`config.mk`:
```
export PLATFORM = sky130hd
export DESIGN_NAME = conv_out_filter
export DESIGN_NICKNAME = d
export VERILOG_FILES = /design/src/conv_out_pkg.sv /design/src/axis_slice.sv /design/src/replay_ctrl.sv /design/src/member_mask_gen.sv /design/src/kw_cfg_port.sv /design/src/conv_out_filter.sv
export SDC_FILE = /design/constraint.sdc
export NUM_CORES = 1
export LEC_CHECK = 0
export BUFFER_PORTS_ARGS = -buffer_cell sky130_fd_sc_hd__clkbuf_2
export CORE_AREA = 2 2 179 181
export CTS_CLUSTER_DIAMETER = 40
export DETAILED_ROUTE_END_ITERATION = 8
export DIE_AREA = 0 0 181 183
export PLACE_DENSITY = 0.89
export REMOVE_ABC_BUFFERS = 1
export SETUP_SLACK_MARGIN = 0.02
export SYNTH_ARGS = -nofsm -noshare
export SYNTH_HDL_FRONTEND = slang
export SYNTH_HIERARCHICAL = 1
export SYNTH_SLANG_ARGS = --single-unit
```
`constraint.sdc`:
```
create_clock -name aclk -period 5.6 [get_ports aclk]
set_input_delay 1.4 -clock aclk [delete_from_list [all_inputs] [get_ports aclk]]
set_output_delay 1.4 -clock aclk [all_outputs]
set_load 0.02 [all_outputs]
```
`src/conv_out_pkg.sv`:
```
package conv_out_pkg;

  // geometry of one accumulator beat as it leaves the conv engine.
  localparam int unsigned MEMBERS    = 6;
  localparam int unsigned UNITS      = 2;
  localparam int unsigned WORD_WIDTH = 16;
  localparam int unsigned WORD_BYTES = WORD_WIDTH / 8;
  localparam int unsigned USER_WIDTH = 8;

  // largest kernel width that the phase field of an output beat can label.
  localparam int unsigned KERNEL_W_CEIL = 8;
  localparam int unsigned PHASE_BITS    = $clog2(KERNEL_W_CEIL);

  // width of a kw_1 or phase value for a given maximum kernel width.
  function automatic int unsigned kw_bits(input int unsigned kernel_w_max);
    int unsigned bits;
    bits = (kernel_w_max > 1) ? $clog2(kernel_w_max) : 1;
    return bits;
  endfunction

  typedef logic [UNITS-1:0][WORD_WIDTH-1:0] member_data_t;
  typedef logic [UNITS*WORD_BYTES-1:0]      member_keep_t;

  // one word group per member, keep is per byte.
  typedef struct packed {
    member_data_t [MEMBERS-1:0] data;
    member_keep_t [MEMBERS-1:0] keep;
    logic [USER_WIDTH-1:0]      user;
    logic                       last;
  } in_beat_t;

  // same payload plus the replay phase it was issued on.
  typedef struct packed {
    member_data_t [MEMBERS-1:0] data;
    member_keep_t [MEMBERS-1:0] keep;
    logic [USER_WIDTH-1:0]      user;
    logic                       last;
    logic [PHASE_BITS-1:0]      phase;
  } out_beat_t;

endpackage

```
`src/axis_slice.sv`:
```
`timescale 1ns/1ps

module axis_slice #(
  parameter type payload_t = logic
) (
  input  logic     aclk,
  input  logic     reset,
  input  logic     in_valid,
  output logic     in_ready,
  input  payload_t in_data,
  output logic     out_valid,
  input  logic     out_ready,
  output payload_t out_data
);

  logic load;

  // the stage takes a new beat whenever it is empty or its content leaves
  // in the same cycle, so a steady stream passes with no bubble.
  assign in_ready = !out_valid || out_ready;
  assign load     = in_valid && in_ready;

  always_ff @(posedge aclk) begin
    if (reset) begin
      out_valid <= 1'b0;
    end else if (in_ready) begin
      out_valid <= in_valid; // drops when the beat leaves and nothing follows.
    end
  end

  // payload only moves on a transfer, so it holds still under back-pressure.
  always_ff @(posedge aclk) begin
    if (load) begin
      out_data <= in_data;
    end
  end

endmodule

```
`src/replay_ctrl.sv`:
```
`timescale 1ns/1ps

module replay_ctrl #(
  parameter  int unsigned KERNEL_W_MAX = 7,
  localparam int unsigned KW_BITS      = conv_out_pkg::kw_bits(KERNEL_W_MAX)
) (
  input  logic               aclk,
  input  logic               reset,
  input  logic               hold_valid,
  output logic               hold_ready,
  input  logic [KW_BITS-1:0] kw_1,
  output logic [KW_BITS-1:0] phase,
  output logic               busy,
  output logic               out_valid,
  input  logic               out_ready
);
  import conv_out_pkg::*;

  typedef enum logic {
    S_IDLE,
    S_REPLAY
  } state_t;

  state_t             state;
  state_t             state_next;
  logic [KW_BITS-1:0] count;
  logic [KW_BITS-1:0] count_next;
  logic               last_phase;
  logic               out_xfer;

  if (KW_BITS > PHASE_BITS) begin : g_width_check
    $error("replay_ctrl: KERNEL_W_MAX %0d does not fit the phase field", KERNEL_W_MAX);
  end

  assign last_phase = (count == '0);
  assign out_xfer   = out_valid && out_ready;

  // kw_1 is taken in the idle cycle. busy already covers that cycle, so the
  // width cannot move under a beat that is held or replaying.
  always_comb begin
    state_next = state;
    count_next = count;
    case (state)
      S_IDLE: begin
        if (hold_valid) begin
          state_next = S_REPLAY;
          count_next = kw_1;
        end
      end
      S_REPLAY: begin
        if (out_xfer) begin
          if (last_phase) begin
            state_next = S_IDLE;
          end else begin
            count_next = count - 1'b1;
          end
        end
      end
      default: begin
        state_next = S_IDLE;
      end
    endcase
  end

  always_ff @(posedge aclk) begin
    if (reset) begin
      state <= S_IDLE;
      count <= '0;
    end else begin
      state <= state_next;
      count <= count_next;
    end
  end

  assign out_valid  = (state == S_REPLAY);
  assign busy       = hold_valid; // a held beat pins the width until it is released.
  assign phase      = count;
  assign hold_ready = out_xfer && last_phase; // held beat is freed on phase 0 only.

endmodule

```
`src/member_mask_gen.sv`:
```
`timescale 1ns/1ps

module member_mask_gen #(
  parameter  int unsigned KERNEL_W_MAX = 7,
  localparam int unsigned KW_BITS      = conv_out_pkg::kw_bits(KERNEL_W_MAX)
) (
  input  conv_out_pkg::in_beat_t  beat_in,
  input  logic [KW_BITS-1:0]      kw_1,
  input  logic [KW_BITS-1:0]      phase,
  output conv_out_pkg::out_beat_t beat_out
);
  import conv_out_pkg::*;

  // member index modulo kernel width, one column per allowed width.
  logic [KW_BITS-1:0] mod_lut [MEMBERS][KERNEL_W_MAX];
  logic [MEMBERS-1:0] member_mask;

  if (KW_BITS > PHASE_BITS) begin : g_width_check
    $error("member_mask_gen: KERNEL_W_MAX %0d does not fit the phase field", KERNEL_W_MAX);
  end

  for (genvar m = 0; m < MEMBERS; m++) begin : g_member
    for (genvar w = 0; w < KERNEL_W_MAX; w++) begin : g_width
      assign mod_lut[m][w] = KW_BITS'(m % (w + 1));
    end

    // a member belongs to the current phase when its column lands on it.
    assign member_mask[m] = (mod_lut[m][kw_1] == phase);

    assign beat_out.keep[m] = beat_in.keep[m] & {(UNITS*WORD_BYTES){member_mask[m]}};
  end

  assign beat_out.data  = beat_in.data;
  assign beat_out.user  = beat_in.user;
  assign beat_out.last  = beat_in.last && (phase == '0); // last closes the final phase.
  assign beat_out.phase = PHASE_BITS'(phase);

endmodule

```
`src/kw_cfg_port.sv`:
```
`timescale 1ns/1ps

module kw_cfg_port #(
  parameter  int unsigned KERNEL_W_MAX = 7,
  localparam int unsigned KW_BITS      = conv_out_pkg::kw_bits(KERNEL_W_MAX)
) (
  input  logic               aclk,
  input  logic               reset,
  input  logic               cfg_req,
  input  logic [KW_BITS-1:0] cfg_kw_1,
  output logic               cfg_ack,
  input  logic               busy,
  output logic [KW_BITS-1:0] kw_1
);
  import conv_out_pkg::*;

  localparam logic [KW_BITS-1:0] KW_1_TOP = KW_BITS'(KERNEL_W_MAX - 1);

  typedef enum logic {
    S_WAIT,
    S_ACK
  } state_t;

  state_t             state;
  logic [KW_BITS-1:0] kw_clamped;

  if (KW_BITS > PHASE_BITS) begin : g_width_check
    $error("kw_cfg_port: KERNEL_W_MAX %0d does not fit the phase field", KERNEL_W_MAX);
  end

  assign kw_clamped = (cfg_kw_1 > KW_1_TOP) ? KW_1_TOP : cfg_kw_1;

  // a request is held off while a beat is being replayed.
  // once acked, the port waits for req to fall before it drops ack.
  always_ff @(posedge aclk) begin
    if (reset) begin
      state <= S_WAIT;
      kw_1  <= '0; // width 1, plain pass-through.
    end else begin
      case (state)
        S_WAIT: begin
          if (cfg_req && !busy) begin
            kw_1  <= kw_clamped;
            state <= S_ACK;
          end
        end
        S_ACK: begin
          if (!cfg_req) begin
            state <= S_WAIT;
          end
        end
        default: begin
          state <= S_WAIT;
        end
      endcase
    end
  end

  assign cfg_ack = (state == S_ACK);

endmodule

```
`src/conv_out_filter.sv`:
```
`timescale 1ns/1ps

module conv_out_filter #(
  parameter  int unsigned KERNEL_W_MAX = 7,
  localparam int unsigned KW_BITS      = conv_out_pkg::kw_bits(KERNEL_W_MAX)
) (
  input  logic                    aclk,
  input  logic                    reset,

  input  logic                    s_valid,
  output logic                    s_ready,
  input  conv_out_pkg::in_beat_t  s_beat,

  output logic                    m_valid,
  input  logic                    m_ready,
  output conv_out_pkg::out_beat_t m_beat,

  input  logic                    cfg_req,
  input  logic [KW_BITS-1:0]      cfg_kw_1,
  output logic                    cfg_ack
);
  import conv_out_pkg::*;

  logic               hold_valid;
  logic               hold_ready;
  in_beat_t           hold_beat;
  logic [KW_BITS-1:0] phase;
  logic [KW_BITS-1:0] kw_1;
  logic               busy;
  logic               filt_valid;
  logic               filt_ready;
  out_beat_t          filt_beat;

  axis_slice #(
    .payload_t (in_beat_t)
  ) i_in_slice (
    .aclk      (aclk),
    .reset     (reset),
    .in_valid  (s_valid),
    .in_ready  (s_ready),
    .in_data   (s_beat),
    .out_valid (hold_valid),
    .out_ready (hold_ready),
    .out_data  (hold_beat)
  );

  replay_ctrl #(
    .KERNEL_W_MAX (KERNEL_W_MAX)
  ) i_replay_ctrl (
    .aclk       (aclk),
    .reset      (reset),
    .hold_valid (hold_valid),
    .hold_ready (hold_ready),
    .kw_1       (kw_1),
    .phase      (phase),
    .busy       (busy),
    .out_valid  (filt_valid),
    .out_ready  (filt_ready)
  );

  member_mask_gen #(
    .KERNEL_W_MAX (KERNEL_W_MAX)
  ) i_member_mask_gen (
    .beat_in  (hold_beat),
    .kw_1     (kw_1),
    .phase    (phase),
    .beat_out (filt_beat)
  );

  kw_cfg_port #(
    .KERNEL_W_MAX (KERNEL_W_MAX)
  ) i_kw_cfg_port (
    .aclk     (aclk),
    .reset    (reset),
    .cfg_req  (cfg_req),
    .cfg_kw_1 (cfg_kw_1),
    .cfg_ack  (cfg_ack),
    .busy     (busy),
    .kw_1     (kw_1)
  );

  // the masked beat is registered once more before it leaves.
  axis_slice #(
    .payload_t (out_beat_t)
  ) i_out_slice (
    .aclk      (aclk),
    .reset     (reset),
    .in_valid  (filt_valid),
    .in_ready  (filt_ready),
    .in_data   (filt_beat),
    .out_valid (m_valid),
    .out_ready (m_ready),
    .out_data  (m_beat)
  );

endmodule

```
# Yosys cells after proc, flatten, opt, wreduce, memory -nomap -nowiden

Memories as Yosys holds them, arrays and structs flattened.
Index checks and enable logic that the tools add are counted.

Memories kept: 6
Bits in read-only memories: 144
Output and inout port bits: 231
Bits in registers: 463
Input port bits: 233
Word-level logic and storage cells: 110

$add $sub $neg: 1
Muxes and demuxes: 24
Bitwise logic cells: 9
Reductions and logical operators: 12
Eq/ne operators: 9
$lt $le $gt $ge: 2

Memories:

| memory          | words | width | rd ports | clocked after Yosys merged registers in | write ports | line                  | RTL |
|---|---|---|---|---|---|---|---|
| (no name shown) | 8     | 3     | 1        | 0                                       | 0           | member_mask_gen.sv:28 | `assign member_mask[m] = (mod_lut[m][kw_1] == phase);` |
| (no name shown) | 8     | 3     | 1        | 0                                       | 0           | member_mask_gen.sv:28 |  |
| (no name shown) | 8     | 3     | 1        | 0                                       | 0           | member_mask_gen.sv:28 |  |
| (no name shown) | 8     | 3     | 1        | 0                                       | 0           | member_mask_gen.sv:28 |  |
| (no name shown) | 8     | 3     | 1        | 0                                       | 0           | member_mask_gen.sv:28 |  |
| (no name shown) | 8     | 3     | 1        | 0                                       | 0           | member_mask_gen.sv:28 |  |

Operator list:

| operator                                             | number |
|---|---|
| two-way mux 3 bit                                    | 16 |
| bitwise AND 4 bit                                    | 6 |
| equality test 3 bit                                  | 6 |
| inequality test 2 bit, second input constant         | 3 |
| one-hot mux 3 bit (2 select lines)                   | 1 |
| logical AND 1 bit                                    | 5 |
| two-way mux 1 bit                                    | 5 |
| >= comparator 4 bit, second input constant           | 1 |
| inverter 3 -> 4 bit                                  | 1 |
| one-hot mux 1 bit (2 select lines)                   | 2 |
| greater-than comparator 3 bit, second input constant | 1 |
| logical NOT 3 bit                                    | 1 |
| AND reduction 3 bit                                  | 1 |
| subtractor 3 x 1 -> 3 bit, second input constant     | 1 |
| logical NOT 1 bit                                    | 2 |
| logical OR 1 bit                                     | 2 |
| inverter 1 bit                                       | 2 |
| AND reduction 2 bit                                  | 1 |

# Depth between registers and ports, before layout

Word-level depth: 6
Mapped depth: 6
Gate-level depth less buffers: 6

# Hierarchy

The synthesis kept the hierarchy.

Modules (own cells, without submodules):

| module                    | times used | seq. area each (sq um) | area an instance (sq um) | cells each |
|---|---|---|---|---|
| axis_slice at i_out_slice | 1          | 6866.6                 | 6901.6                   | 233 |
| axis_slice at i_in_slice  | 1          | 6776.5                 | 6811.5                   | 230 |
| member_mask_gen           | 1          | 0.0                    | 1876.8                   | 262 |
| replay_ctrl               | 1          | 80.1                   | 289.0                    | 31 |
| kw_cfg_port               | 1          | 80.1                   | 160.2                    | 15 |

# Worst setup path after synthesis

Ideal clock, no wire load.

Path type: input to register
Start: input m_ready
End: register i_in_slice/out_data[0] (netlist name), enable pin
Path buffers: 0
Setup slack: 1.665 ns
Arrival: 3.504 ns
Stages: 5
Setup time: 0.431 ns
Required time: 5.169 ns
Cells stage by stage: nand2b_4 > nand2_4 > nor2_1 > nand2b_4 > and2_4

Word-level cells in the longest chain between the ends: 5

RTL lines:

| element              | line                  | RTL |
|---|---|---|
| from (decl)          | conv_out_filter.sv:15 | `input logic m_ready,` |
| logical OR 1 bit     | axis_slice.sv:20      | `assign in_ready = !out_valid \|\| out_ready;` |
| logical AND 1 bit    | replay_ctrl.sv:36     | `assign out_xfer = out_valid && out_ready;` |
| logical AND 1 bit    | replay_ctrl.sv:78     | `assign hold_ready = out_xfer && last_phase;` |
| net hold_ready       | conv_out_filter.sv:25 | `logic hold_ready;` |
| logical OR 1 bit     | axis_slice.sv:20      |  |
| net s_ready          | conv_out_filter.sv:11 | `output logic s_ready,` |
| logical AND 1 bit    | axis_slice.sv:21      | `assign load = in_valid && in_ready;` |
| net i_in_slice.load  | axis_slice.sv:16      | `logic load;` |
| to (signal assigned) | axis_slice.sv:34      | `out_data <= in_data;` |
| to (decl)            | axis_slice.sv:13      | `output payload_t out_data` |

The timed path passes the listed nets, and every way through them passes these cells.
A chain may end at the register's enable or synchronous reset.

# Worst setup path in the final report

Start: input m_ready
End: output s_ready

Word-level cells in the longest chain between the ends: 4

RTL lines:

| element           | line                  | RTL |
|---|---|---|
| logical OR 1 bit  | axis_slice.sv:20      |  |
| net filt_ready    | conv_out_filter.sv:31 | `logic filt_ready;` |
| logical AND 1 bit | replay_ctrl.sv:36     |  |
| logical AND 1 bit | replay_ctrl.sv:78     |  |
| net hold_ready    | conv_out_filter.sv:25 |  |
| logical OR 1 bit  | axis_slice.sv:20      |  |
| to (decl)         | conv_out_filter.sv:11 |  |

The timed path passes the listed nets, and every way through them passes these cells.

==> impl_metrics.yaml <==
setup_path:
  crit_fanout: 5
  r2r_slack_ns: 3.08
  arrival_ns: 2.19
  r2r-start: "i_replay_ctrl/phase[0]"
  worstPathRequired_ns: 4.20
  critPathBufInv: 2
  crit_type: "input pin to output pin"
  worst_path_largest_cell_delay_ns: 0.18
  reg2reg_to: "i_in_slice/out_data[7]"
  cp_cell_sequence: "clkbuf_2, nand2b_4, nand2_4, nor2_1, nand2b_4, clkbuf_2"
  r2r_cells: 7
  start_kind: "input pin"
  cp_slowest_cell: "clkbuf_2"
  end_kind: "output pin"
  crit_family: "simple AND/OR/NAND/NOR gates"
global_route:
  use_met2_pct: 31.7
  grt_use_met3_pct: 6.59
  antenna_found_initial: 4
  grt_max_degree: 166
  grt_pass1_vias: 7599
  busiest_layer: "met2"
  use_met1_pct: 20.1
  grt.overflow.total: 0
  grt_use_total_pct: 18.0
  grt_pass1_wl_um: 44100
power_and_ir_drop:
  ir_drop_mv: 0.291
  pwr-share-clk_pct: 41.7
  combPwrFrac_pct: 7.1
  swShare_pct: 21.9
  power_density_nw_per_um2: 430
  power_frac_seq_pct: 51.3
  p_leak_nw: 7.43
  internal_power_mw: 6.42
  total_power_mw: 8.22
  p_switching_mw: 1.80
floorplan:
  rows: 65
  ios: 464
  die_area_um2: 33100
  coreArea_um2: 31200
  die_h_um: 183
  start_util_pct: 51.4
  die_w_um: 181
clocking:
  postCtsSetupRepairBufs: 0
  cts_hold_buf: 0
  cts_sinks: 463
  clk_pin_slew_ns: 0.06
  cts_made_buffers: 51
  ctsResizeCount: 0
  cts_tree: "done"
  cts-root-buf: "clkbuf_16"
  h-tree-depth: 2
  clk_path_buf_depth: 3
  clk-insertion-delay-late_ns: 0.54
routing:
  wl_um: 30600
  wl_per_cell_um: 20.1
  num_vias: 7272
  first_pass_iters: 4
  drc: 0
  drtIter0Drc: 419
  vias_per_cell: 4.77
  ant_nets: 0
synth:
  synth_cell_types: 42
  yosysTopAreaCell: "edfxtp_1"
  syn-instance-count: 771
  synth-edff-count: 453
  yosysSeqAreaShare_pct: 86.1
  synth-main-ff-cell: "edfxtp_1"
  synthArstFlopShare_pct: 0
  yosysWarnings: 6
  avgSynthCellArea_um2: 20.8
  synth-seq-cells: 463
  yosysTopAreaCellShare_pct: 84.8
  ys_top_cells_by_area: "edfxtp_1, buf_4, dfxtp_1"
  synth_area_um2: 16000
finish:
  fillers: 2148
  mostFrequentLayoutCell: "clkbuf_2"
  final_cell_mix: "clkbuf_2, edfxtp_1, clkbuf_16, nor2_1"
  area_growth_pct: 19.3
  drive_above_1_share_pct: 49.9
  final_nets: 1317
sta:
  maxSlewHeadroom_pct: 28.1
  tns_ns: 0
  fin_worst_skew_ns: 0.0153
  timing.hold.ws_ns: 0.410
  tightestPinTransition_ns: 1.08
  setup_viol: 0
  fmax_mhz: 279
  fin_crit_ns: 3.59
  final_max_slew_viol_count: 0
  finalHoldViolations: 0
  fin_crit_sh_pct: 64.1
  rsz0062_at_grt: "false"
worst_hold_path:
  hold_class: "flop to flop"
  holdPathEnd: "i_out_slice/out_data[112]"
  hold_depth: 0
  hold_start: "i_in_slice/out_data[109]"
run:
  maxCapViolCount: 0
placed_design:
  dp_hpwl_um: 21600
  portBuffers: 463
  place.gp.congestion: 0.848
outcome:
  status: "complete, no violations"
## flip-flops by register name, indices dropped and copies added (netlist names)
register,flops
i_replay_ctrl/out_valid,1
i_kw_cfg_port/kw_1,3
i_in_slice/out_data,225
i_kw_cfg_port/cfg_ack,1
i_replay_ctrl/phase,3
i_in_slice/out_valid,1
i_out_slice/out_valid,1
i_out_slice/out_data,228
## stage by stage
step                      std cells  area [um2]  worst slack (ns)  util [%]
after floorplan                 562       14500              1.65         -
after global placement         1431       17400              2.07      55.6
after detailed placement       1431       17400              2.03      55.6
after CTS                      1523       19100              2.01      61.3
after global routing           1523       19100              1.94      61.3
final                          1524       19100              2.01      61.3
## how the worst max path moves through the flow
stage	startpoint	depth (start not counted)	slack (ns)	to
after floorplan	m_ready	5	1.65	i_in_slice/out_data[0]
after global placement	m_ready	6	2.07	s_ready
after detailed placement	m_ready	6	2.03	s_ready
after CTS	m_ready	6	2.01	s_ready
after global routing	m_ready	6	1.94	s_ready
final	m_ready	6	2.01	s_ready
## routing by layer
metal	wire (um)	up-vias
li1	-	3293
met1	10900	3526
met2	15800	377
met3	2920	70
met4	911	6
met5	42	-
## final cells by class
type                            instances  area [um2]  area share (%)
Antenna cell                            1        2.50          0.0131
Clock buffer                           59        1350            7.05
Clock inverter                         33         424            2.22
Inverter                               10        37.5           0.196
Multi-Input combinational cell         89         636            3.32
Sequential cell                       463       13800            72.1
Tap cell                              402         503            2.63
Timing Repair Buffer                  467        2380            12.5
## power groups by stage
stage	registers, mW	clock network (mW)	logic [mW]
2_1_floorplan	4.42	0	0.155
5_1_grt	4.23	3.63	0.623
4_1_cts	4.22	3.51	0.589
3_3_place_gp	4.27	0	0.565
6_report	4.21	3.43	0.581
3_5_place_dp	4.29	0	0.586
## cell families after synthesis
kind of cell / count (synthesis) / synth area share, %
compound gates: 15 / 0.694
xor+xnor: 4 / 0.218
fa+ha+maj: 2 / 0.156
buf+inv: 219 / 9.98
flops: 463 / 86.1
mux: 3 / 0.187
simple gates: 65 / 2.71
## synthesized netlist by cell type, drive strengths merged, types with 4 or more instances
cell type  number
inv            10
a21oi           4
edfxtp        453
nor3            5
nor2           13
and2           15
nand2b          5
nor3b          10
nand2           5
dfxtp          10
buf           208
Note: power is estimated with default switching activity, not from simulation.
